$ cat src/logic/socBusPkg.sv
// Shared definitions for the peripheral subsystem
// widths, memory sizes, peripheral timing and the enums
// used by the controller decoder and the UART transmitter

package socBusPkg;

	localparam int dataBits = 16; // bus and memory word width
	localparam int addrBits = 16; // wishbone address width
	localparam int regAddrBits = 8; // low address byte into a peripheral
	localparam int memAddrBits = 12; // rom and ram index, address bits 11:0

	localparam int romWords = 4096;
	localparam int ramWords = 4096;

	localparam int baudDivider = 8; // clocks per uart bit
	localparam int baudCntBits = $clog2(baudDivider);

	localparam int pwmBits = 8; // counter and duty width

	typedef enum logic [2:0] {
		romRegion,
		uartRegion,
		gpioRegion,
		pwmRegion,
		ramRegion,
		noRegion
	} regionT;

	typedef enum logic [1:0] {
		idleState,
		startState,
		dataState,
		stopState
	} uartStateT;

endpackage
$ cat src/logic/periphBus.sv
// Register bus from the memory controller to one peripheral
// single-cycle write strobe, combinational read data back

`timescale 1ns/1ns

interface periphBus import socBusPkg::*; ();

	logic [regAddrBits-1:0] regAddr; // low byte of the bus address
	logic [dataBits-1:0] wrData;
	logic wrEn; // one clock wide
	logic [dataBits-1:0] rdData; // driven from peripheral registers

	modport ctrl (
		output regAddr, wrData, wrEn,
		input rdData
	);

	modport dev (
		input regAddr, wrData, wrEn,
		output rdData
	);

endinterface

$ cat src/logic/uartTx.sv
// UART transmitter, 8N1
// register 0 takes the byte to send, register 1 reads busy in bit 0.
// Each bit lasts baudDivider clocks, data goes out LSB first.

`timescale 1ns/1ns

module uartTx import socBusPkg::*; (
	input logic CLK,
	input logic RSTb,
	periphBus.dev regs,
	output logic txd
);

	uartStateT state;
	logic [baudCntBits-1:0] baudCnt;
	logic [2:0] bitCnt;
	logic [7:0] shiftReg;
	logic [7:0] lastByte; // readback of the data register
	logic busy;
	logic bitEnd;

	assign busy = (state != idleState);
	assign bitEnd = (baudCnt == baudCntBits'(baudDivider - 1));

	always_ff @(posedge CLK) begin
		if (!RSTb) begin
			state <= idleState;
			baudCnt <= '0;
			bitCnt <= '0;
			txd <= 1'b1;
		end else begin
			if (state == idleState) begin
				txd <= 1'b1;
				if (regs.wrEn && regs.regAddr == 8'h00) begin // writes while busy are dropped
					state <= startState;
					baudCnt <= '0;
					txd <= 1'b0; // start bit
				end
			end else if (bitEnd) begin
				baudCnt <= '0;
				case (state)
					startState: begin
						state <= dataState;
						bitCnt <= '0;
						txd <= shiftReg[0];
					end
					dataState: begin
						if (bitCnt == 3'd7) begin
							state <= stopState;
							txd <= 1'b1;
						end else begin
							bitCnt <= bitCnt + 3'd1;
							txd <= shiftReg[1];
						end
					end
					default: state <= idleState; // end of stop bit
				endcase
			end else
				baudCnt <= baudCnt + 1'b1;
		end
	end

	// load the byte and shift once per data bit
	always_ff @(posedge CLK) begin
		if (state == idleState && regs.wrEn && regs.regAddr == 8'h00) begin
			shiftReg <= regs.wrData[7:0];
			lastByte <= regs.wrData[7:0];
		end else if (state == dataState && bitEnd)
			shiftReg <= shiftReg >> 1;
	end

	always_comb begin
		case (regs.regAddr)
			8'h00: regs.rdData = {8'h00, lastByte};
			8'h01: regs.rdData = {15'd0, busy};
			default: regs.rdData = '0;
		endcase
	end

	idleLineHigh: assert property (@(posedge CLK) disable iff (!RSTb)
		(state == idleState) |-> txd);

endmodule

$ cat src/flat_wrapper.sv
// flat-port wrapper written by rule: the top's interface ports become plain ports
module uartTx_flat import socBusPkg::*;
  (CLK, RSTb, txd, regs_regAddr, regs_wrData, regs_wrEn, regs_rdData);
  periphBus regs_i ();
  input logic CLK;
  input logic RSTb;
  output logic txd;
  input wire logic [$bits(regs_i.regAddr)-1:0] regs_regAddr;
  input wire logic [$bits(regs_i.wrData)-1:0] regs_wrData;
  input wire logic [$bits(regs_i.wrEn)-1:0] regs_wrEn;
  output wire logic [$bits(regs_i.rdData)-1:0] regs_rdData;
  assign regs_i.regAddr = regs_regAddr;
  assign regs_i.wrData = regs_wrData;
  assign regs_i.wrEn = regs_wrEn;
  assign regs_rdData = regs_i.rdData;
  uartTx u_core (.CLK(CLK), .RSTb(RSTb), .regs(regs_i), .txd(txd));
endmodule
$ cat config.mk
export PLATFORM = sky130hd
export DESIGN_NAME = uartTx_flat
export DESIGN_NICKNAME = d
export VERILOG_FILES = /design/src/logic/socBusPkg.sv /design/src/logic/periphBus.sv /design/src/logic/uartTx.sv /design/src/flat_wrapper.sv
export SDC_FILE = /design/constraint.sdc
export NUM_CORES = 1
export LEC_CHECK = 0
export ABC_AREA = 1
export ABC_CLOCK_PERIOD_IN_PS = 2100
export BUFFER_PORTS_ARGS = -buffer_cell sky130_fd_sc_hd__buf_2
export CAP_MARGIN = 20
export CORE_MARGIN = 4
export CORE_UTILIZATION = 50
export DETAILED_ROUTE_END_ITERATION = 12
export PLACE_DENSITY = 0.8
export SYNTH_ARGS = -nofsm -noshare
export SYNTH_HDL_FRONTEND = slang
export SYNTH_SLANG_ARGS = --single-unit
$ cat constraint.sdc
create_clock -name CLK -period 2.1 [get_ports CLK]
set_input_delay 0.21 -clock CLK [delete_from_list [all_inputs] [get_ports CLK]]
set_output_delay 0.21 -clock CLK [all_outputs]
set_load 0.005 [all_outputs]
# == Yosys cells after proc, flatten, opt, wreduce, memory -nomap -nowiden ==
# Index checks and enable logic that the tools add are counted.
# classes
n_addsub,2
n_mux,18
div_mod_pow,0
order_cmp,0
multipliers,0
eq_ne,8
shift,0
reduce_logical,14
bitwise_logic,1
# ops
op,count
8-bit two-way mux,2
8-bit one-hot mux with 2 select lines,1
3-bit two-way mux,4
8-bit by 1-bit == test with 1-bit output (second input constant),1
8-bit zero test,1
2-bit two-way mux,4
2-bit nonzero test,4
3-bit by 1-bit adder with 3-bit output (second input constant),2
3-bit == test (second input constant),2
3-bit one-hot mux with 2 select lines,1
1-bit logical AND,4
1-bit two-way mux,4
2-bit one-hot mux with 2 select lines,1
4-bit AND reduction,1
3-bit by 1-bit inequality test with 1-bit output (second input constant),1
3-bit AND reduction,1
3-bit nonzero test,1
2-bit by 1-bit == test with 1-bit output (second input constant),1
2-bit == test (second input constant),1
2-bit zero test,1
2-bit by 1-bit inequality test with 1-bit output (second input constant),1
2-bit inequality test (second input constant),1
1-bit one-hot mux with 2 select lines,1
2-bit AND reduction,1
1-bit NOT,1
# word_totals
out_inout_bits,17
elab_cells,49
rom_bits,0
in_bits,27
regBits,25
ram_bits,0
mem_count,0
latch_bits,0

# == Depth between registers and ports, before layout ==
# depth
depth_word,5
mapped_depth,8
depth_no_buf,8

# == Worst setup path before layout ==
# No wires, ideal clock.
# synth_timing
path_kind,reg2reg
startpoint,reg u_core.state[0]
endpoint,reg u_core.shiftReg[0] (enable)
setup_time_ns,0.329
t_arrival_ns,1.076
path_buffers,0
slack_ns,0.695
stages_incl_launch_ff,5
period_less_slack_ns,1.405
required_ns,1.771
path_cell_list,dfxtp_1 -> inv_1 -> ha_1 -> nand3_4 -> nand2_1
# synth_between
elab_chain_cells,4
word_cells_on_any_way,6
classes_between,1 x eq/ne; 5 x reduce/logical
# synth_lines
item,line,source
start: declaration,uartTx.sv:14,uartStateT state;
start signal: assignment,uartTx.sv:27,state <= idleState;
start signal: assignment,uartTx.sv:35,state <= startState;
start signal: assignment,uartTx.sv:43,state <= dataState;
2-bit zero test,uartTx.sv:65,if (state == idleState && regs.wrEn && regs.regAddr == 8'h00) begin
1-bit logical AND (2 in series),uartTx.sv:65,
2-bit nonzero test (no line) *,-,
end signal: assignment,uartTx.sv:66,shiftReg <= regs.wrData[7:0];
end signal: assignment,uartTx.sv:69,shiftReg <= shiftReg >> 1;
end: declaration,uartTx.sv:17,logic [7:0] shiftReg;
# Every way passes the cells marked *; elsewhere a longest branch is shown, timed or not.
# A chain may end at the register's enable or synchronous reset.

# == Final worst setup path ==
# layout_timing
startpoint,reg u_core.state[0]
endpoint,out regs_rdData[0]
# layout_between
elab_chain_cells,2
# layout_lines
item,line,source
2-bit nonzero test,uartTx.sv:22,assign busy = (state != idleState);
8-bit one-hot mux with 2 select lines,uartTx.sv:73,case (regs.regAddr)
end: declaration,flat_wrapper.sv:11,output wire logic [$bits(regs_i.rdData)-1:0] regs_rdData;
# No other way between the ends.

==> impl_metrics.py <==
metrics = {
    "critical_path": {
        "cp.buffers_inverters": 3,
        "critPathRequiredTime_ns": 1.89,
        "crit_family": "flip-flops",
        "crit_fanout": 6,
        "crit_type": "flop to output port",
        "arrival_ns": 1.56,
        "path_cells": "inv_1, ha_1, inv_2, nand3_1, o21ai_0, buf_2",
        "slowest_stage": "dfxtp_1",
        "startpoint_type": "flop",
        "r2r-end": "u_core.shiftReg[5]",
        "cp-end-kind": "output port",
        "cp_slowest_stage_delay_ns": 0.36,
        "reg2reg_from": "u_core.state[0]",
        "reg2reg_setup_slack_ns": 0.52,
        "reg2regPathDepth": 4,
    },
    "yosys": {
        "async_flop_share_pct": 0,
        "synth_seq_cells": 25,
        "synthSimpleGateAreaFrac_pct": 22.3,
        "synthMuxAreaShare_pct": 0,
        "postSynthCellCount": 141,
        "syn_area_mm2": 0.00126,
        "syn_avg_cell_area_um2": 8.92,
        "yosys.area.top_type": "edfxtp_1",
        "synth_top_family_by_area": "simple AND/OR/NAND/NOR gates",
        "synth.distinct_cells": 22,
        "yosysWarnings": 0,
        "synth_edf_count": 16,
        "ys.flop_type": "edfxtp_1",
        "synth_xor_area_share_pct": 0,
        "yosysMostFrequentCell": "nand2_1",
        "synth-seq-area-share_pct": 52.5,
        "synth_top_area_share_pct": 38.2,
        "synth_fa_ha_area_share_pct": 6.97,
        "ys_top_cells_by_area": "edfxtp_1 (38%), dfxtp_1 (14%), nand2_1 (12%), ha_1 (7.0%), buf_4 (4.8%)",
        "synthTopCellsByCount": "nand2_1 (39), edfxtp_1 (16), nor2_1 (16)",
        "synth_compound_area_share_pct": 7.36,
    },
    "clock_tree": {
        "htree_levels": 1,
        "cts_setup_buffers": 0,
        "cts_buffers": 3,
        "cts_sinks": 25,
        "cts_root_buf": "clkbuf_4",
        "cts_tree": "built",
        "cts_resized": 0,
        "clk_pin_slew_ns": 0.13,
        "clock_path_buffers": 2,
        "clk_latency_ns": 0.31,
        "holdBufCountCts": 0,
    },
    "timing": {
        "slew_viol_final": 0,
        "final.setup.worst_slack_ns": 0.330,
        "post-route-period-util_pct": 84.3,
        "setup-tns-final_ns": 0,
        "hold_viol": 0,
        "finalSetupViolCount": 0,
        "rsz0062_at_grt": "no",
        "hold_ws_ns": 0.0827,
        "period_needed_ns": 1.77,
        "max_freq_mhz": 565,
        "clock_skew_ns": 0.00640,
    },
    "global_routing": {
        "grtUsageMet2_pct": 25.0,
        "antenna_found_initial": 0,
        "grt_max_degree": 16,
        "met1_usage_pct": 17.2,
        "track_usage_pct": 14.1,
        "gr-max-usage-layer": "met2",
        "grt_use_met3_pct": 2.23,
        "gr-total-overflow": 0,
        "grt_pass1_vias": 925,
        "grt_pass1_wl_um": 3730,
    },
    "placed_design": {
        "numPortBuffers": 27,
        "place_congestion": 0.873,
        "dpl.hpwl_um": 1820,
        "postPlaceCellArea_mm2": 0.00139,
        "post-place-ws_ns": 0.497,
    },
    "finish": {
        "drive_gt1_share_pct": 24.0,
        "nNetsFinal": 206,
        "fin_area_mm2": 0.00142,
        "antenna_cells": 0,
        "area_delta_synth_final_pct": 13.0,
    },
    "routing": {
        "ant_nets": 0,
        "drtPass1Iterations": 4,
        "post_drt_wl_per_cell_um": 11.0,
        "routed_via_density": 4.63,
        "route.detailed.drc": 0,
        "drt_iter0_markers": 26,
        "vias": 921,
        "routed_wirelength_um": 2190,
    },
    "die": {
        "die_w_um": 58.2,
        "initial_core_util_pct": 54.7,
        "die-area_mm2": 0.00338,
        "rows": 17,
        "coreArea_mm2": 0.00230,
        "fp.dieH_um": 58.2,
        "top_level_ports": 44,
    },
    "worst_hold_path": {
        "hp-class": "primary input to flop",
        "worstHoldPathCells": 1,
        "hp-start": "regs_wrData[7]",
        "hold_end": "u_core.lastByte[7]",
    },
    "job": {
        "cap_violations": 0,
    },
    "power_and_ir_drop": {
        "p_int_mw": 0.731,
        "peakVddDrop_mv": 0.452,
        "clock_power_share_pct": 19.2,
        "p_per_area_mw_per_mm2": 761,
        "power.switching_mw": 0.350,
        "pwr-share-seq_pct": 52.9,
        "leakage_nw": 0.677,
        "power_frac_comb_pct": 28.0,
        "p_sw_share_pct": 32.4,
    },
    "status": {
        "outcome": "finished clean",
    },
}
-- kinds of logic (layout without fill, tap and decap cells) --
family,Yosys count,after routing
buffers and inverters,26,49
AND/OR/NAND/NOR,65,65
flip-flops,25,25
adder cells (fa/ha/maj),7,7
AO/OA/AOI/OAI,17,17
other,1,8
-- cell usage in the layout, fill, tap and decap left out, types with 2 or more instances in the layout --
master,netlist,routed
nor2_1,16,16
a21oi_1,10,10
edfxtp_1,16,16
buf_2,0,27
o21ai_0,2,2
nand2_1,39,39
nand2_2,2,2
clkbuf_4,0,3
nor2_2,2,2
dfxtp_1,9,9
conb_1,1,8
o21ai_1,2,2
nand3_1,3,3
inv_1,15,15
inv_2,2,2
ha_1,7,7
-- worst max path at each step --
stage	slack (ns)	cells past startpoint	end	start
final	0.33	6	regs_rdData[0]	u_core.state[0]
after global routing	0.16	6	regs_rdData[0]	u_core.state[0]
after CTS	0.29	6	regs_rdData[0]	u_core.state[0]
after detailed placement	0.50	4	u_core.shiftReg[5]	u_core.state[0]
after global placement	0.57	4	u_core.shiftReg[5]	u_core.state[0]
after floorplan	0.70	4	u_core.shiftReg[0]	u_core.state[0]
-- layout make-up --
cell class	instances	area, um^2
Timing Repair Buffer	27	135
Clock inverter	1	5.00
Multi-Input combinational cell	97	490
Inverter	18	72.6
Tap cell	28	35.0
Fill cell	198	876
Clock buffer	3	22.5
Sequential cell	25	661
-- per-layer routing --
metal	wire (um)	up-vias
li1	-	497
met1	988	392
met2	1050	30
met3	132	2
met4	16	0
met5	0	-
-- stage by stage --
stage | power [mW] | cells | util (%)
6_report | 1.08 | 199 | 61.9
5_1_grt | 1.15 | 199 | 61.9
4_1_cts | 1.09 | 199 | 61.9
3_5_place_dp | 0.883 | 195 | 60.7
3_3_place_gp | 0.866 | 195 | 60.7
2_1_floorplan | 0.811 | 148 | -
-- registers in the layout, summed over array words and instances (netlist names) --
name             flops
u_core.state         2
u_core.shiftReg      8
u_core.baudCnt       3
u_core.lastByte      8
u_core.bitCnt        3
u_core.txd           1
-- worst register-to-register path, delay by kind of cell (launching register included) --
kind / cells / cell delay (ns)
adder cells (fa/ha/maj): 1 / 0.34
flip-flops: 1 / 0.34
AND/OR/NAND/NOR: 2 / 0.50
buffers and inverters: 1 / 0.09
-- power groups by stage --
stage | registers, mW | clock network [mW] | logic [mW]
global placement | 0.580 | 0 | 0.285
global route | 0.576 | 0.233 | 0.345
CTS | 0.572 | 0.215 | 0.301
floorplan | 0.579 | 0 | 0.231
detailed placement | 0.584 | 0 | 0.299
finish | 0.571 | 0.207 | 0.303
Power figures use the tool's default switching activity.
