[config.mk]
export PLATFORM = sky130hd
export DESIGN_NAME = memoryController_flat
export DESIGN_NICKNAME = d
export VERILOG_FILES = /design/src/logic/socBusPkg.sv /design/src/logic/periphBus.sv /design/src/logic/memoryController.sv /design/src/flat_wrapper.sv
export SDC_FILE = /design/constraint.sdc
export NUM_CORES = 1
export LEC_CHECK = 0
export ABC_AREA = 1
export BUFFER_PORTS_ARGS = -buffer_cell sky130_fd_sc_hd__buf_2
export CAP_MARGIN = 20
export CORE_MARGIN = 8
export CORE_UTILIZATION = 39
export DETAILED_ROUTE_END_ITERATION = 12
export GPL_TIMING_DRIVEN = 0
export PLACE_DENSITY_LB_ADDON = 0.2
export REMOVE_ABC_BUFFERS = 1
export SKIP_CTS_REPAIR_TIMING = 1
export SKIP_LAST_GASP = 1
export SYNTH_ARGS = -nofsm -noshare
export SYNTH_HDL_FRONTEND = slang
export SYNTH_SLANG_ARGS = --single-unit
export TNS_END_PERCENT = 100
[constraint.sdc]
create_clock -name CLK -period 3.1 [get_ports CLK]
set_input_delay 0.31 -clock CLK [delete_from_list [all_inputs] [get_ports CLK]]
set_output_delay 0.31 -clock CLK [all_outputs]
set_load 0.05 [all_outputs]
[src/logic/socBusPkg.sv]
// Shared definitions for the peripheral subsystem
// widths, memory sizes, peripheral timing and the enums
// used by the controller decoder and the UART transmitter

package socBusPkg;

	localparam int dataBits = 16; // bus and memory word width
	localparam int addrBits = 16; // wishbone address width
	localparam int regAddrBits = 8; // low address byte into a peripheral
	localparam int memAddrBits = 12; // rom and ram index, address bits 11:0

	localparam int romWords = 4096;
	localparam int ramWords = 4096;

	localparam int baudDivider = 8; // clocks per uart bit
	localparam int baudCntBits = $clog2(baudDivider);

	localparam int pwmBits = 8; // counter and duty width

	typedef enum logic [2:0] {
		romRegion,
		uartRegion,
		gpioRegion,
		pwmRegion,
		ramRegion,
		noRegion
	} regionT;

	typedef enum logic [1:0] {
		idleState,
		startState,
		dataState,
		stopState
	} uartStateT;

endpackage
[src/logic/periphBus.sv]
// Register bus from the memory controller to one peripheral
// single-cycle write strobe, combinational read data back

`timescale 1ns/1ns

interface periphBus import socBusPkg::*; ();

	logic [regAddrBits-1:0] regAddr; // low byte of the bus address
	logic [dataBits-1:0] wrData;
	logic wrEn; // one clock wide
	logic [dataBits-1:0] rdData; // driven from peripheral registers

	modport ctrl (
		output regAddr, wrData, wrEn,
		input rdData
	);

	modport dev (
		input regAddr, wrData, wrEn,
		output rdData
	);

endinterface

[src/logic/memoryController.sv]
// Memory controller
// Wishbone classic slave that decodes each request into ROM, RAM or
// one of three peripheral register buses. Every access is acked one
// clock after the request, with read data valid in the ack cycle.

`timescale 1ns/1ns

module memoryController import socBusPkg::*; (
	input logic CLK,
	input logic RSTb,
	input logic wbCyc,
	input logic wbStb,
	input logic wbWe,
	input logic [addrBits-1:0] wbAdr,
	input logic [dataBits-1:0] wbDatW,
	output logic [dataBits-1:0] wbDatR,
	output logic wbAck,
	output logic [memAddrBits-1:0] memAddr,
	output logic [dataBits-1:0] ramWrData,
	output logic ramWe,
	input logic [dataBits-1:0] romData,
	input logic [dataBits-1:0] ramData,
	periphBus.ctrl uartBus,
	periphBus.ctrl gpioBus,
	periphBus.ctrl pwmBus
);

	regionT region;
	regionT regionQ; // region of the request being acked
	logic reqSeen;
	logic wrSeen;
	logic [dataBits-1:0] periphDataQ;

	// a held request is not seen again in its own ack cycle
	assign reqSeen = wbCyc && wbStb && !wbAck;
	assign wrSeen = reqSeen && wbWe;

	always_comb begin
		casez (wbAdr)
			16'h0???: region = romRegion;
			16'h10??: region = uartRegion;
			16'h11??: region = gpioRegion;
			16'h12??: region = pwmRegion;
			16'b1???_????_????_????: region = ramRegion; // 4k words, aliased
			default: region = noRegion;
		endcase
	end

	assign memAddr = wbAdr[memAddrBits-1:0];
	assign ramWrData = wbDatW;
	assign ramWe = wrSeen && (region == ramRegion);

	assign uartBus.regAddr = wbAdr[regAddrBits-1:0];
	assign uartBus.wrData = wbDatW;
	assign uartBus.wrEn = wrSeen && (region == uartRegion);
	assign gpioBus.regAddr = wbAdr[regAddrBits-1:0];
	assign gpioBus.wrData = wbDatW;
	assign gpioBus.wrEn = wrSeen && (region == gpioRegion);
	assign pwmBus.regAddr = wbAdr[regAddrBits-1:0];
	assign pwmBus.wrData = wbDatW;
	assign pwmBus.wrEn = wrSeen && (region == pwmRegion);

	always_ff @(posedge CLK) begin
		if (!RSTb) begin
			wbAck <= 1'b0;
			regionQ <= noRegion; // keeps wbDatR at zero
		end else begin
			wbAck <= reqSeen;
			if (reqSeen)
				regionQ <= region;
		end
	end

	// peripheral read data captured on the same edge as rom and ram
	always_ff @(posedge CLK) begin
		if (reqSeen) begin
			case (region)
				uartRegion: periphDataQ <= uartBus.rdData;
				gpioRegion: periphDataQ <= gpioBus.rdData;
				pwmRegion: periphDataQ <= pwmBus.rdData;
				default: periphDataQ <= '0;
			endcase
		end
	end

	always_comb begin
		case (regionQ)
			romRegion: wbDatR = romData;
			ramRegion: wbDatR = ramData;
			uartRegion, gpioRegion, pwmRegion: wbDatR = periphDataQ;
			default: wbDatR = '0; // unmapped reads return zero
		endcase
	end

	ackSingleCycle: assert property (@(posedge CLK) disable iff (!RSTb)
		wbAck |=> !wbAck);

	oneWriteStrobe: assert property (@(posedge CLK) disable iff (!RSTb)
		$onehot0({ramWe, uartBus.wrEn, gpioBus.wrEn, pwmBus.wrEn}));

endmodule

[src/flat_wrapper.sv]
// flat-port wrapper written by rule: the top's interface ports become plain ports
module memoryController_flat import socBusPkg::*;
  (CLK, RSTb, wbCyc, wbStb, wbWe, wbAdr, wbDatW, wbDatR, wbAck, memAddr, ramWrData, ramWe, romData, ramData, uartBus_regAddr, uartBus_wrData, uartBus_wrEn, uartBus_rdData, gpioBus_regAddr, gpioBus_wrData, gpioBus_wrEn, gpioBus_rdData, pwmBus_regAddr, pwmBus_wrData, pwmBus_wrEn, pwmBus_rdData);
  periphBus uartBus_i ();
  periphBus gpioBus_i ();
  periphBus pwmBus_i ();
  input logic CLK;
  input logic RSTb;
  input logic wbCyc;
  input logic wbStb;
  input logic wbWe;
  input logic [addrBits-1:0] wbAdr;
  input logic [dataBits-1:0] wbDatW;
  output logic [dataBits-1:0] wbDatR;
  output logic wbAck;
  output logic [memAddrBits-1:0] memAddr;
  output logic [dataBits-1:0] ramWrData;
  output logic ramWe;
  input logic [dataBits-1:0] romData;
  input logic [dataBits-1:0] ramData;
  output wire logic [$bits(uartBus_i.regAddr)-1:0] uartBus_regAddr;
  output wire logic [$bits(uartBus_i.wrData)-1:0] uartBus_wrData;
  output wire logic [$bits(uartBus_i.wrEn)-1:0] uartBus_wrEn;
  input wire logic [$bits(uartBus_i.rdData)-1:0] uartBus_rdData;
  output wire logic [$bits(gpioBus_i.regAddr)-1:0] gpioBus_regAddr;
  output wire logic [$bits(gpioBus_i.wrData)-1:0] gpioBus_wrData;
  output wire logic [$bits(gpioBus_i.wrEn)-1:0] gpioBus_wrEn;
  input wire logic [$bits(gpioBus_i.rdData)-1:0] gpioBus_rdData;
  output wire logic [$bits(pwmBus_i.regAddr)-1:0] pwmBus_regAddr;
  output wire logic [$bits(pwmBus_i.wrData)-1:0] pwmBus_wrData;
  output wire logic [$bits(pwmBus_i.wrEn)-1:0] pwmBus_wrEn;
  input wire logic [$bits(pwmBus_i.rdData)-1:0] pwmBus_rdData;
  assign uartBus_regAddr = uartBus_i.regAddr;
  assign uartBus_wrData = uartBus_i.wrData;
  assign uartBus_wrEn = uartBus_i.wrEn;
  assign uartBus_i.rdData = uartBus_rdData;
  assign gpioBus_regAddr = gpioBus_i.regAddr;
  assign gpioBus_wrData = gpioBus_i.wrData;
  assign gpioBus_wrEn = gpioBus_i.wrEn;
  assign gpioBus_i.rdData = gpioBus_rdData;
  assign pwmBus_regAddr = pwmBus_i.regAddr;
  assign pwmBus_wrData = pwmBus_i.wrData;
  assign pwmBus_wrEn = pwmBus_i.wrEn;
  assign pwmBus_i.rdData = pwmBus_rdData;
  memoryController u_core (.CLK(CLK), .RSTb(RSTb), .wbCyc(wbCyc), .wbStb(wbStb), .wbWe(wbWe), .wbAdr(wbAdr), .wbDatW(wbDatW), .wbDatR(wbDatR), .wbAck(wbAck), .memAddr(memAddr), .ramWrData(ramWrData), .ramWe(ramWe), .romData(romData), .ramData(ramData), .uartBus(uartBus_i), .gpioBus(gpioBus_i), .pwmBus(pwmBus_i));
endmodule
======== After elaboration in Yosys (flattened, before gate mapping) ========
Cells that the tools add are included.
storage, ports and cells
  register bits after elaboration ......... 20
  output and inout port bits .............. 121
  logic and storage cells ................. 28
operators by class
  reductions and logical operators ........ 11
  mux-type cells .......................... 3
  equality and inequality tests ........... 11
operators with widths
  operator              number
  $pmux W16 S3          2
  $eq A8 B5 Y1 const B  3
  $pmux W3 S5           1
  $eq A3 B2 Y1 const B  4
  $logic_and A1 B1 Y1   7
  $eq A3 B1 Y1 const B  2
  $eq A3 B3 Y1 const B  2
  $logic_not A4 Y1      1
  $logic_not A3 Y1      1
  $reduce_or A3 Y1      1
  $logic_not A1 Y1      1

======== Depth between registers and ports, before layout ========
  depth in word-level cells ............... 4
  gate-level depth with buffers ........... 8
  gate-level depth less buffers ........... 8

======== Least setup slack after synthesis ========
No wires, ideal clock.
  kind .................................... reg-to-output
  start point ............................. register u_core.wbAck
  end point ............................... output uartBus_wrEn
  arrival ................................. 2.816 ns
  cell stages (with the launch flop) ...... 4
  required time ........................... 2.790 ns
  path slack .............................. -0.026 ns
  path through ............................ dfxtp_1 > nor2_1 > nand2_1 > nor3_1
on the way
  longest elaborated chain between the ends .. 4
ends and longest elaborated chain
  element                   RTL line                source
  start: declaration        memoryController.sv:17  output logic wbAck,
  start signal: assignment  memoryController.sv:68  wbAck <= reqSeen;
  $logic_not A1 Y1          memoryController.sv:35  assign reqSeen = wbCyc && wbStb && !wbAck;
  $logic_and A1 B1 Y1       memoryController.sv:35
  via u_core.reqSeen        memoryController.sv:30  logic reqSeen;
  $logic_and A1 B1 Y1       memoryController.sv:36  assign wrSeen = reqSeen && wbWe;
  $logic_and A1 B1 Y1       memoryController.sv:55  assign uartBus.wrEn = wrSeen && (region == uartRegion);
  end: declaration          flat_wrapper.sv:23      output wire logic [$bits(uartBus_i.wrEn)-1:0] uartBus_wrEn;
The timed path passes the listed nets, and every way through them passes these cells.

======== Final worst setup path ========
  start point ............................. register u_core.regionQ[2]
  end point ............................... output wbDatR[9]
on the way
  longest elaborated chain between the ends .. 3
  elaborated cells between the ends (all ways) .. 7
  those cells by class .................... eq/ne: 4; mux: 1; reduce/logical: 2
ends and longest elaborated chain
  element                                              RTL line                source
  start: declaration                                   memoryController.sv:29  regionT regionQ;
  start signal: assignment                             memoryController.sv:66  regionQ <= noRegion;
  start signal: assignment                             memoryController.sv:70  regionQ <= region;
  $eq A3 B1 Y1 / $eq A3 B2 Y1 (equally long branches)  memoryController.sv:87  case (regionQ)
  $reduce_or A3 Y1                                     memoryController.sv:87
  $pmux W16 S3 (*)                                     memoryController.sv:87
  end: declaration                                     flat_wrapper.sv:14      output logic [dataBits-1:0] wbDatR;
Mark *: on every way between the ends. The rest lies on a longest branch, timed or not.

==> flow_summary_export.csv <==
group,metric,value,unit
status,status,"complete, no violations",
cells_and_area,layout_commonest_cell,"buf_2",
grt,overflow,0,
sta,period_needed,2.40,ns
power_and_ir_drop,seqPwrFrac,0.432,
cells_and_area,num-fill-cells,623,
clock_network,cts-root-buf,"clkbuf_8",
worst_setup_path,start_kind,"register",
detailed_routing,drtIter0Drc,86,
synth,avgSynthCellArea,7.32,um2
cells_and_area,multiInputGateArea,866,um2
sta,setup_slack,0.697,ns
grt,grt_use_total,0.219,
synth,ys_seq_area_frac,0.249,
worst_setup_path,startpoint,"u_core.regionQ[2]$_SDFFE_PN1P_",
sta,finalMaxSlewViolations,0,
clock_network,cts_max_level,1,
synth,synth-seq-cells,20,
worst_setup_path,ff2ff_setup_slack,1.91,ns
detailed_routing,wirelength,9730,um
detailed_routing,ant_nets,0,
synth,synth.cell_area,0.00225,mm2
clock_network,cts_num_sinks,20,
power_and_ir_drop,intPower,0.470,mW
cells_and_area,post-route-util,0.396,
min_path,hold_end,"u_core.regionQ[1]$_SDFFE_PN0P_",
synth,synthAdderAreaFrac,0,
placement,place_area,0.00215,mm2
placement,placedCellCount,391,
min_path,whs_path_depth,3,
detailed_routing,drt_pass1_iterations,4,
grt,grt_start_max_net_pins,20,
placement,dp_hpwl,8300,um
sta,slew_headroom,0.424,
placement,gp_congestion,0.824,
synth,yosys-mux-area-fraction,0,
sta,timing.fmax,416,MHz
detailed_routing,via_count,2011,
min_path,hold_path.class,"in -> reg",
cells_and_area,drive_gt1_frac,0.433,
cells_and_area,register_area,561,um2
floorplan,core,0.00554,mm2
cells_and_area,diodes,0,
cells_and_area,nets,441,
power_and_ir_drop,max-vdd-ir-drop,126,uV
sta,hold_viol_final,0,
sta,clock_skew,0.00213,ns
clock_network,clock_path_buffers,2,
cells_and_area,fin_cells,395,
floorplan,die_h,92.0,um
worst_setup_path,rr_worst_depth,2,
clock_network,cts_tree,"built",
sta,rsz0062_at_grt,"false",
worst_setup_path,rr_endpoint,"u_core.regionQ[2]$_SDFFE_PN1P_",
floorplan,die_w,92.0,um
floorplan,start_util,0.407,
worst_setup_path,crit_type,"reg -> out",
cells_and_area,stdcell_area,0.00220,mm2
detailed_routing,drc_errors,0,
detailed_routing,avgViaCountPerCell,5.09,
synth,ys_warn_count,0,
synth,synth_top_family_by_area,"simple AND/OR/NAND/NOR gates",
worst_setup_path,worstPathMaxFanout,19,
placement,port_buffers,117,
power_and_ir_drop,leakagePower,1.09,nW
placement,pre_cts_ws,0.948,ns
run,cap_violations,0,
grt,first_global_vias,2165,
sta,worst_slew_pin_slew,0.863,ns
synth,ys_types,21,
power_and_ir_drop,power_switching,0.254,mW
floorplan,die_area,0.00847,mm2
worst_setup_path,arrival,2.09,ns
power_and_ir_drop,pwr-share-clk,0.242,
grt,grt_pass1_wl,13700,um
worst_setup_path,worstPathRequired,2.79,ns
power_and_ir_drop,powerDensity,330,mW/mm2
worst_setup_path,endpoint_kind,"output pin",
synth,synth_compound_area_frac,0.00888,
clock_network,clock_latency,0.25,ns
detailed_routing,wl_per_cell,24.6,um
cells_and_area,syn_to_final_growth,-2.61,%
synth,synthXorXnorAreaFrac,0,
worst_setup_path,r2r-start,"u_core.regionQ[2]$_SDFFE_PN1P_",
power_and_ir_drop,switching_share,0.351,
grt,antenna_found_initial,0,
min_path,hold_start,"RSTb",
synth,syn_inst,308,
sta,fin_crit_sh,0.775,
sta,setup_viol,0,
floorplan,io-pin-count,238,
floorplan,rows,27,
clock_network,path_clk_slew,0.07,ns
synth,synthSimpleGateAreaFrac,0.374,
clock_network,cts_buffers,3,
power_and_ir_drop,p_comb_frac,0.327,
cells_and_area,final_cell_mix,"117 x buf_2, 72 x nand3_1, 71 x nand2_1",
power_and_ir_drop,total_power,0.724,mW
power by group through the flow:
stage	Clock, mW	Combinational, mW	Sequential (mW)
after floorplan	0	0.125	0.317
after global routing	0.198	0.255	0.314
after CTS	0.182	0.240	0.313
final	0.175	0.237	0.313
after global placement	0	0.234	0.319
after detailed placement	0	0.239	0.319
Yosys cell counts:
cell type / count / area (um2)
a21oi_1: 3 / 15.0
buf_2: 4 / 20.0
buf_4: 100 / 751
buf_6: 2 / 22.5
clkbuf_1: 1 / 3.75
dfxtp_1: 4 / 80.1
edfxtp_1: 16 / 480
inv_1: 7 / 26.3
inv_2: 2 / 7.51
nand2_1: 71 / 267
nand2_2: 4 / 25.0
nand3_1: 72 / 360
nand3_2: 1 / 10.0
nand3_4: 1 / 17.5
nor2_1: 6 / 22.5
nor2_2: 2 / 12.5
nor2_4: 4 / 45.0
nor2_8: 1 / 20.0
nor3_1: 3 / 15.0
nor3_4: 3 / 48.8
o21ai_0: 1 / 5.00
final cells by class:
class	instances	area share
well taps	72	0.0410
inverters	9	0.0154
repair buffers	118	0.274
clock buffers	4	0.0205
flip-flops and latches	20	0.255
multi-input cells	172	0.394
logic make-up (layout without fill, tap and decap cells):
family                 after synthesis  count (layout)
buffers and inverters              116             131
and+or+nand+nor                    168             168
DFF                                 20              20
AOI/OAI and AO/OA                    4               4
stage by stage:
stage                     hold slack [ns]  setup TNS (ns)
after floorplan                     0.448         -0.0640
after global placement              0.563               0
after detailed placement            0.568               0
after CTS                           0.321               0
after global routing                0.318               0
final                               0.325               0
layer usage:
metal	share of wire	track usage
met2	0.50	0.390
met3	0.16	0.141
met4	0.012	0.0430
met5	0	0.0595
met1	0.33	0.203
flip-flops by register name, indices dropped and copies added, names as in the netlist:
name                count
u_core.periphDataQ     16
u_core.regionQ          3
u_core.wbAck            1
worst max-delay path, stage by stage (launching register included):
cell and delay [ns]:
dfxtp_1 0.60, nor3_4 0.76, nand2_1 0.11, nand3_1 0.11
buf_2 0.27
worst max-delay path by stage:
stage,endpoint,slack (ns),cells past startpoint
2_1_floorplan,uartBus_wrEn,-0.03,3
3_3_place_gp,uartBus_wrEn,0.09,6
3_5_place_dp,wbDatR[9],0.95,4
4_1_cts,wbDatR[9],0.67,4
5_1_grt,wbDatR[4],0.49,4
6_report,wbDatR[9],0.70,4
Power figures use the tool's default switching activity.
