$ cat src/logic/socBusPkg.sv
// Shared definitions for the peripheral subsystem
// widths, memory sizes, peripheral timing and the enums
// used by the controller decoder and the UART transmitter

package socBusPkg;

	localparam int dataBits = 16; // bus and memory word width
	localparam int addrBits = 16; // wishbone address width
	localparam int regAddrBits = 8; // low address byte into a peripheral
	localparam int memAddrBits = 12; // rom and ram index, address bits 11:0

	localparam int romWords = 4096;
	localparam int ramWords = 4096;

	localparam int baudDivider = 8; // clocks per uart bit
	localparam int baudCntBits = $clog2(baudDivider);

	localparam int pwmBits = 8; // counter and duty width

	typedef enum logic [2:0] {
		romRegion,
		uartRegion,
		gpioRegion,
		pwmRegion,
		ramRegion,
		noRegion
	} regionT;

	typedef enum logic [1:0] {
		idleState,
		startState,
		dataState,
		stopState
	} uartStateT;

endpackage
$ cat src/logic/periphBus.sv
// Register bus from the memory controller to one peripheral
// single-cycle write strobe, combinational read data back

`timescale 1ns/1ns

interface periphBus import socBusPkg::*; ();

	logic [regAddrBits-1:0] regAddr; // low byte of the bus address
	logic [dataBits-1:0] wrData;
	logic wrEn; // one clock wide
	logic [dataBits-1:0] rdData; // driven from peripheral registers

	modport ctrl (
		output regAddr, wrData, wrEn,
		input rdData
	);

	modport dev (
		input regAddr, wrData, wrEn,
		output rdData
	);

endinterface

$ cat src/logic/gpioPort.sv
// GPIO port
// register 0 is the 8-bit output latch, register 1 reads the
// input pins through a two-flop synchronizer

`timescale 1ns/1ns

module gpioPort import socBusPkg::*; (
	input logic CLK,
	input logic RSTb,
	input logic [7:0] pinsIn,
	periphBus.dev regs,
	output logic [7:0] pinsOut
);

	logic [7:0] syncA;
	logic [7:0] syncB; // two clocks behind the pins

	always_ff @(posedge CLK) begin
		if (!RSTb)
			pinsOut <= '0;
		else if (regs.wrEn && regs.regAddr == 8'h00)
			pinsOut <= regs.wrData[7:0];
	end

	always_ff @(posedge CLK) begin
		syncA <= pinsIn;
		syncB <= syncA;
	end

	always_comb begin
		case (regs.regAddr)
			8'h00: regs.rdData = {8'h00, pinsOut};
			8'h01: regs.rdData = {8'h00, syncB};
			default: regs.rdData = '0;
		endcase
	end

endmodule

$ cat src/flat_wrapper.sv
// flat-port wrapper written by rule: the top's interface ports become plain ports
module gpioPort_flat import socBusPkg::*;
  (CLK, RSTb, pinsIn, pinsOut, regs_regAddr, regs_wrData, regs_wrEn, regs_rdData);
  periphBus regs_i ();
  input logic CLK;
  input logic RSTb;
  input logic [7:0] pinsIn;
  output logic [7:0] pinsOut;
  input wire logic [$bits(regs_i.regAddr)-1:0] regs_regAddr;
  input wire logic [$bits(regs_i.wrData)-1:0] regs_wrData;
  input wire logic [$bits(regs_i.wrEn)-1:0] regs_wrEn;
  output wire logic [$bits(regs_i.rdData)-1:0] regs_rdData;
  assign regs_i.regAddr = regs_regAddr;
  assign regs_i.wrData = regs_wrData;
  assign regs_i.wrEn = regs_wrEn;
  assign regs_rdData = regs_i.rdData;
  gpioPort u_core (.CLK(CLK), .RSTb(RSTb), .pinsIn(pinsIn), .regs(regs_i), .pinsOut(pinsOut));
endmodule
$ cat config.mk
export PLATFORM = sky130hd
export DESIGN_NAME = gpioPort_flat
export DESIGN_NICKNAME = d
export VERILOG_FILES = /design/src/logic/socBusPkg.sv /design/src/logic/periphBus.sv /design/src/logic/gpioPort.sv /design/src/flat_wrapper.sv
export SDC_FILE = /design/constraint.sdc
export NUM_CORES = 1
export LEC_CHECK = 0
export ABC_AREA = 1
export BUFFER_PORTS_ARGS = -buffer_cell sky130_fd_sc_hd__buf_4
export CAP_MARGIN = 20
export CORE_UTILIZATION = 43
export CTS_CLUSTER_DIAMETER = 80
export DETAILED_ROUTE_END_ITERATION = 8
export GPL_ROUTABILITY_DRIVEN = 0
export PLACE_DENSITY = 0.79
export SYNTH_ARGS = -nofsm -noshare
export SYNTH_HDL_FRONTEND = slang
export SYNTH_SLANG_ARGS = --single-unit
$ cat constraint.sdc
create_clock -name CLK -period 2.3 [get_ports CLK]
set_input_delay 0.23 -clock CLK [delete_from_list [all_inputs] [get_ports CLK]]
set_output_delay 0.23 -clock CLK [all_outputs]
set_load 0.02 [all_outputs]
# Word-level counts from Yosys, hierarchy flattened
# Index checks and enable logic that the tools add are counted.
# W data, S select, Z words.
# op_classes
mux,1
n_reduce_logical,2
eq_ne,1
# op_table
operator,count
$pmux W8 S2,1
$eq A8 B1 Y1 const B,1
$logic_not A8 Y1,1
$logic_and A1 B1 Y1,1
# totals
input_bits,35
out_inout_bits,24
elab_cells,7
register_bits,24

# Logic depth before layout (Yosys ltp)
# Gate-level depths: netlist (run 1).
# logic_depth
ltp_word,2
depth_mapped,7
depth_no_buf,6

# Least setup slack after synthesis (run 1)
# OpenSTA, ideal clock, no wires.
# synth_path
path_type,input to output
startpoint,in regs_regAddr[3]
endpoint,out regs_rdData[0]
t_required_ps,2070
cell_stages,3
path_buffers,0
t_arrival_ps,1071
path_slack_ps,999
path_cell_list,nor2_1 nand4_1 o21ai_0
# synth_between
elab_chain_cells,2
word_cells_on_any_way,3
cone_classes,eq/ne: 1; mux: 1; reduce/logical: 1
# synth_rtl
element,line_no,rtl
start: declaration,flat_wrapper.sv:9,input wire logic [$bits(regs_i.regAddr)-1:0] regs_regAddr;
$eq A8 B1 Y1 / $logic_not A8 Y1 (equally long branches),gpioPort.sv:31,case (regs.regAddr)
$pmux W8 S2 (*),gpioPort.sv:31,
end: declaration,flat_wrapper.sv:12,output wire logic [$bits(regs_i.rdData)-1:0] regs_rdData;
# Every way passes the cells marked *; elsewhere a longest branch is shown, timed or not.

# Worst setup path after layout (run 1)
# Same ends and word-level chain as after synthesis.

==> load_flow_metrics.sql, run 1 <==
INSERT INTO impl_metrics (metric_group, metric, value, unit) VALUES
('pwr', 'p_leak', '0.668', 'nW'),
('setup_path', 'critical_path_launch_point_type', 'primary input', ''),
('route', 'detailedRoute.firstIterationViolations', '13', ''),
('setup_path', 'critical_path_buf_inv_count', '2', ''),
('floorplanning', 'core_area', '1980', 'um^2'),
('placement', 'placement.setup.worst_slack', '0.733', 'ns'),
('synthesis', 'synth_cell_type_count', '16', ''),
('pwr', 'p_seq_frac', '0.538', ''),
('cts', 'clkLatencyLatePin', '0.31', 'ns'),
('global_route', 'first_global_vias', '615', ''),
('synthesis', 'yosys_warnings', '0', ''),
('cts', 'post_cts_sizing', '0', ''),
('sta', 'finalMaxSlewViolations', '0', ''),
('setup_path', 'slowest_stage_cell_cp', 'nor2_4', ''),
('pwr', 'cell_internal_pwr', '0.000650', 'W'),
('floorplanning', 'rows', '16', ''),
('synthesis', 'synth.avg_cell_area', '8.14', 'um^2'),
('setup_path', 'worstReg2RegStart', 'u_core.pinsOut[6]$_SDFFE_PN0P_', ''),
('setup_path', 'critPathArrivalTime', '1.38', 'ns'),
('pwr', 'share_comb_of_total_power', '0.097', ''),
('layout', 'final.fill_count', '166', ''),
('layout', 'antenna_cells_inserted', '0', ''),
('worst_hold_path', 'holdCritStartpoint', 'RSTb', ''),
('pwr', 'power_switching', '0.000157', 'W'),
('sta', 'fin_worst_setup_slack', '0.692', 'ns'),
('sta', 'rsz0062_at_grt', 'false', ''),
('setup_path', 'cp_cell_sequence', 'buf_4 -> nor2_1 -> nand2_1 -> nor2_4 -> nand2_1 -> o21ai_0 -> buf_4', ''),
('synthesis', 'synth.cell_area', '912', 'um^2'),
('floorplanning', 'design.portCount', '59', ''),
('flow_run', 'maxCapViolCount', '0', ''),
('setup_path', 'cp.required', '2.07', 'ns'),
('layout', 'fin_nets', '196', ''),
('placement', 'placed_cell_area', '1180', 'um^2'),
('setup_path', 'critPathCaptureType', 'primary output', ''),
('sta', 'min_period_over_period', '0.699', ''),
('floorplanning', 'starting_density', '0.460', ''),
('layout', 'multiInputGateArea', '292', 'um^2'),
('pwr', 'vdd_ir_drop_max', '0.477', 'mV'),
('floorplanning', 'die-height', '48.1', 'um'),
('cts', 'ctsHtreeMaxLevel', '1', ''),
('route', 'routedWlPerCell', '9.13', 'um'),
('layout', 'register_area', '480', 'um^2'),
('cts', 'cts_root_buf', 'clkbuf_4', ''),
('layout', 'layout-area-overhead-vs-synth', '44.4', '%'),
('pwr', 'clock_power_share', '0.365', ''),
('layout', 'drive_gt1_frac', '0.313', ''),
('pwr', 'cellPowerDensity', '612', 'nW/um^2'),
('sta', 'period_minus_slack', '1.61', 'ns'),
('route', 'route.antenna.remaining_nets', '0', ''),
('setup_path', 'worstSetupStartpoint', 'regs_regAddr[3]', ''),
('status', 'result_of_the_run', 'complete, no violations', ''),
('route', 'routed_wirelength', '1710', 'um'),
('global_route', 'grt-ovfl-total', '0', ''),
('setup_path', 'timing.critical_path.max_delay_family', 'simple AND/OR/NAND/NOR gates', ''),
('global_route', 'largest_net_degree_at_the_start_of_global_routing', '25', ''),
('route', 'drc_errors', '0', ''),
('synthesis', 'post_synth_inst_count', '112', ''),
('sta', 'max_freq', '0.622', 'GHz'),
('cts', 'cts_max_path_buffers', '2', ''),
('cts', 'sink_count', '24', ''),
('route', 'detailroute.via_count', '816', ''),
('sta', 'timing.setup.tns', '0', 'ns'),
('floorplanning', 'floorplan.die.width', '48.1', 'um'),
('worst_hold_path', 'worst_hold_path_type', 'primary input to flip-flop', ''),
('global_route', 'track_usage', '0.159', ''),
('pwr', 'p_sw_frac', '0.194', ''),
('route', 'pre_repair_dr_iteration_count', '5', ''),
('global_route', 'grt_pass1_wl', '2450', 'um'),
('cts', 'clk_transition_reported_paths', '0.12', 'ns'),
('synthesis', 'synth_seq_cells', '24', ''),
('layout', 'final_design_area_no_fill', '1320', 'um^2'),
('placement', 'dp_hpwl', '1200', 'um'),
('floorplanning', 'die_area', '2310', 'um^2'),
('global_route', 'grt_antenna_before_repair', '0', ''),
('setup_path', 'critical_path.max_stage_delay', '0.38', 'ns'),
('cts', 'tritoncts.num_buffers', '3', ''),
('sta', 'finalHoldViolations', '0', ''),
('sta', 'final_setup_violation_count', '0', ''),
('sta', 'timing.clock.skew', '0.00405', 'ns'),
('route', 'via_to_cell_ratio', '4.36', ''),
('setup_path', 'critical_path_peak_fanout', '24', ''),
('cts', 'cts_tree', 'built', ''),
('synthesis', 'sequential_element_share_of_the_synthesized_area', '0.527', ''),
('placement', 'buffer_ports.inserted', '42', ''),
('setup_path', 'timing.setup.critical_path_class', 'primary input to primary output', '');
-- cell families after synthesis --
kind of cell,Yosys count,share of synthesized area
compound gates,16,0.0878
buf+inv,30,0.182
flops,24,0.527
simple gates,41,0.199
other cells,1,0.00411
-- routing by layer --
metal	up-vias	GRT usage	routed length [um]
li1	421	-	-
met1	348	0.157	639
met2	43	0.292	890
met3	4	0.0604	153
met4	0	0.0667	23
met5	-	0	0
-- worst register-to-register path, cell delays in order (launching register included) --
cell and delay, ns:
dfxtp_1 0.39, a21oi_1 0.05, nor2_1 0.14
-- per-stage QoR --
stage,hold slack [ns],std cells,total power (W),utilization
5_1_grt,0.176,187,0.000841,0.665
3_5_place_dp,0.312,175,0.000511,0.598
6_report,0.179,187,0.000807,0.665
3_3_place_gp,0.311,175,0.000509,0.598
4_1_cts,0.165,187,0.000817,0.665
2_1_floorplan,0.258,119,0.000486,-
-- sequential cells by signal, summed over array words and instances (netlist names) --
signal          flops
u_core.pinsOut      8
u_core.syncA        8
u_core.syncB        8
-- synth_stat cells (all sizes together) --
master	n	share of area
clkbuf	1	0.0041
inv	17	0.070
o21ai	8	0.044
conb	1	0.0041
nand4	1	0.0069
buf	12	0.11
nand3	8	0.044
dfxtp	24	0.53
nor2	14	0.071
a21oi	8	0.044
nand2	18	0.077
-- final cells by class --
| cell class | instances | area share |
|---|---|---|
| Clock buffer | 3 | 0.0171 |
| Clock inverter | 1 | 0.0228 |
| Inverter | 17 | 0.0484 |
| Multi-Input combinational cell | 65 | 0.221 |
| Sequential cell | 24 | 0.365 |
| Tap cell | 27 | 0.0256 |
| Timing Repair Buffer | 50 | 0.300 |
-- placed cells by master, fill, tap and decap left out, types with 2 or more instances in the layout --
cell type      count
buf_4             42
dfxtp_1           24
inv_1             17
nand2_1           17
nor2_1            11
o21ai_0            8
a21oi_1            8
nand3_1            8
conb_1             8
dlygate4sd3_1      8
clkbuf_4           3
nor2_2             2
-- path summary, 6_finish.rpt --
| path | end | slack, ns | cells past startpoint |
|---|---|---|---|
| setup / recovery | regs_rdData[0] | 0.69 | 7 |
| hold / removal | u_core.pinsOut[0]$_SDFFE_PN0P_ | 0.18 | 3 |
| setup reg to reg | u_core.pinsOut[6]$_SDFFE_PN0P_ | 1.66 | 2 |
| hold reg to reg | u_core.syncB[2]$_DFF_P_ | 0.34 | 0 |
-- power by group through the flow --
stage / clock, W / combinational (W) / sequential [W]
floorplan: 0 / 0.0000425 / 0.000443
global placement: 0 / 0.0000656 / 0.000443
detailed placement: 0 / 0.0000669 / 0.000444
CTS: 0.000305 / 0.0000778 / 0.000434
global route: 0.000319 / 0.0000868 / 0.000436
finish: 0.000295 / 0.0000780 / 0.000434
-- what timing repair did --
action                                 in CTS  in global routing
hold buffers                                8                  0
endpoints found under the hold margin       8                  0
buffers inserted                            0                  0
Power figures use the tool's default switching activity.
==> inputs of run 2 (changes only) <==
--- a/config.mk
+++ b/config.mk
@@ -8,11 +8,11 @@
 export ABC_AREA = 1
 export BUFFER_PORTS_ARGS = -buffer_cell sky130_fd_sc_hd__buf_4
 export CAP_MARGIN = 20
-export CORE_UTILIZATION = 43
+export CORE_UTILIZATION = 40
 export CTS_CLUSTER_DIAMETER = 80
 export DETAILED_ROUTE_END_ITERATION = 8
 export GPL_ROUTABILITY_DRIVEN = 0
-export PLACE_DENSITY = 0.79
+export PLACE_DENSITY = 0.74
 export SYNTH_ARGS = -nofsm -noshare
 export SYNTH_HDL_FRONTEND = slang
 export SYNTH_SLANG_ARGS = --single-unit
==> constraint.sdc (replaced) <==
create_clock -name CLK -period 1.6 [get_ports CLK]
set_input_delay 0.16 -clock CLK [delete_from_list [all_inputs] [get_ports CLK]]
set_output_delay 0.16 -clock CLK [all_outputs]
set_load 0.02 [all_outputs]
==> load_flow_metrics.sql, run 2 (synthesis results as in run 1) <==
INSERT INTO impl_metrics (metric_group, metric, value, unit) VALUES
('layout', 'top_regs', 'u_core.pinsOut: 8 flops, u_core.syncA: 8 flops, u_core.syncB: 8 flops', ''),
('cts', 'clkLatencyLatePin', '0.31', 'ns'),
('setup_path', 'r2r_setup_slack', '0.95', 'ns'),
('floorplanning', 'core_area', '2040', 'um^2'),
('route', 'detailroute.via_count', '804', ''),
('pwr', 'p_seq_frac', '0.538', ''),
('route', 'routed_wirelength', '1730', 'um'),
('pwr', 'cellPowerDensity', '875', 'nW/um^2'),
('cts', 'ctsHtreeMaxLevel', '1', ''),
('global_route', 'track_usage', '0.148', ''),
('status', 'result_of_the_run', 'complete, no violations', ''),
('cts', 'tritoncts.num_buffers', '3', ''),
('sta', 'timing.setup.tns', '0', 'ns'),
('layout', 'antenna_cells_inserted', '0', ''),
('flow_run', 'maxCapViolCount', '0', ''),
('sta', 'period_minus_slack', '1.38', 'ns'),
('setup_path', 'timing.setup.critical_path_class', 'primary input to primary output', ''),
('floorplanning', 'die-height', '49.8', 'um'),
('placement', 'placement.setup.worst_slack', '0.205', 'ns'),
('layout', 'layout-area-overhead-vs-synth', '45.3', '%'),
('placement', 'buffer_ports.inserted', '42', ''),
('placement', 'dp_hpwl', '1290', 'um'),
('pwr', 'vdd_ir_drop_max', '0.619', 'mV'),
('route', 'detailedRoute.firstIterationViolations', '7', ''),
('layout', 'drive_gt1_frac', '0.317', ''),
('route', 'route.antenna.remaining_nets', '0', ''),
('cts', 'cts_tree', 'built', ''),
('pwr', 'share_comb_of_total_power', '0.097', ''),
('sta', 'fin_worst_setup_slack', '0.215', 'ns'),
('cts', 'post_cts_sizing', '0', ''),
('floorplanning', 'floorplan.die.width', '49.8', 'um'),
('sta', 'finalMaxSlewViolations', '0', ''),
('sta', 'fin_hold_ws', '0.105', 'ns'),
('floorplanning', 'die_area', '2480', 'um^2'),
('setup_path', 'critical_path.max_stage_delay', '0.31', 'ns'),
('setup_path', 'cp.required', '1.44', 'ns'),
('cts', 'sink_count', '24', ''),
('cts', 'cts_max_path_buffers', '2', ''),
('cts', 'cts_root_buf', 'clkbuf_4', ''),
('global_route', 'grt-ovfl-total', '0', ''),
('floorplanning', 'starting_density', '0.447', ''),
('route', 'pre_repair_dr_iteration_count', '4', ''),
('setup_path', 'critical_path_launch_point_type', 'primary input', ''),
('cts', 'clk_transition_reported_paths', '0.12', 'ns'),
('sta', 'max_freq', '0.722', 'GHz'),
('floorplanning', 'design.portCount', '59', ''),
('pwr', 'power_switching', '0.000225', 'W'),
('worst_hold_path', 'worst_hold_path_type', 'primary input to flip-flop', ''),
('setup_path', 'cp_cell_sequence', 'buf_4 -> nor2_1 -> nand2_1 -> nor2_4 -> nand2_1 -> o21ai_0 -> buf_4', ''),
('global_route', 'grt_pass1_wl', '2790', 'um'),
('setup_path', 'critical_path_peak_fanout', '18', ''),
('route', 'drc_errors', '0', ''),
('sta', 'rsz0062_at_grt', 'false', ''),
('layout', 'final_cell_mix', 'buf_4 (43), dfxtp_1 (24), inv_1 (17), nand2_1 (17), nor2_1 (11)', ''),
('sta', 'final_setup_violation_count', '0', ''),
('floorplanning', 'rows', '16', ''),
('layout', 'final_common_cell', 'buf_4', ''),
('layout', 'final.fill_count', '173', ''),
('pwr', 'p_sw_frac', '0.194', ''),
('route', 'routedWlPerCell', '9.22', 'um'),
('layout', 'fin_nets', '197', ''),
('global_route', 'largest_net_degree_at_the_start_of_global_routing', '19', ''),
('pwr', 'cell_internal_pwr', '0.000934', 'W'),
('route', 'via_to_cell_ratio', '4.28', ''),
('setup_path', 'critPathArrivalTime', '1.22', 'ns'),
('sta', 'finalHoldViolations', '0', ''),
('setup_path', 'slowest_stage_cell_cp', 'nor2_4', ''),
('sta', 'timing.clock.skew', '0.00546', 'ns'),
('pwr', 'p_leak', '0.674', 'nW'),
('global_route', 'first_global_vias', '688', ''),
('pwr', 'clock_power_share', '0.365', ''),
('setup_path', 'critPathCaptureType', 'primary output', ''),
('sta', 'min_period_over_period', '0.865', ''),
('global_route', 'grt_antenna_before_repair', '0', '');
run 2: cell count changes in the layout (fill, tap and decap cells not counted), sizes merged:
cell,delta
buf,+1
run 2: final timing paths:
check	start	to	depth (start not counted)
min	RSTb	u_core.pinsOut[2]$_SDFFE_PN0P_	3
max reg2reg	u_core.pinsOut[6]$_SDFFE_PN0P_	u_core.pinsOut[6]$_SDFFE_PN0P_	2
min reg2reg	u_core.syncA[4]$_DFF_P_	u_core.syncB[4]$_DFF_P_	0
max	regs_regAddr[3]	regs_rdData[1]	7
run 2: power by group through the flow:
| stage | Clock (W) | Sequential (W) | Combinational (W) |
|---|---|---|---|
| after floorplan | 0 | 0.000637 | 0.0000611 |
| after global placement | 0 | 0.000637 | 0.0000946 |
| after detailed placement | 0 | 0.000638 | 0.0000973 |
| after CTS | 0.000442 | 0.000624 | 0.000113 |
| after global routing | 0.000462 | 0.000626 | 0.000124 |
| final | 0.000423 | 0.000624 | 0.000113 |
run 2: metal layers:
| layer | vias up | share of wire | wire [um] | track usage |
|---|---|---|---|---|
| li1 | 422 | - | - | - |
| met1 | 346 | 0.41 | 718 | 0.158 |
| met2 | 32 | 0.51 | 880 | 0.261 |
| met3 | 4 | 0.063 | 109 | 0.0401 |
| met4 | 0 | 0.014 | 25 | 0.0810 |
| met5 | - | 0 | 0 | 0 |
run 2: critical path, delay by kind of cell:
kind | cells | cell delay [ns]
compound gates | 1 | 0.11
buf+inv | 2 | 0.29
simple gates | 4 | 0.67
run 2: timing repair:
action,CTS,global route
hold endpoints to repair,8,0
endpoints found under the setup margin,0,0
hold buffers,8,0
setup buffers,0,0
run 2: through the flow:
step / power [W] / util / area, um^2 / instances
after floorplan: 0.000698 / - / 938 / 119
after global placement: 0.000732 / 0.584 / 1190 / 176
after detailed placement: 0.000735 / 0.584 / 1190 / 176
after CTS: 0.00118 / 0.649 / 1330 / 188
after global routing: 0.00121 / 0.649 / 1330 / 188
final: 0.00116 / 0.649 / 1330 / 188
run 2: area by class of cell:
cell class                 instances  area, um^2  share of cell area
timing repair buffer              51         403               0.304
sequential                        24         480               0.363
clock inverter                     1        30.0              0.0227
inverter                          17        63.8              0.0482
tap                               27        33.8              0.0255
multi-input combinational         65         292               0.220
clock buffer                       3        22.5              0.0170
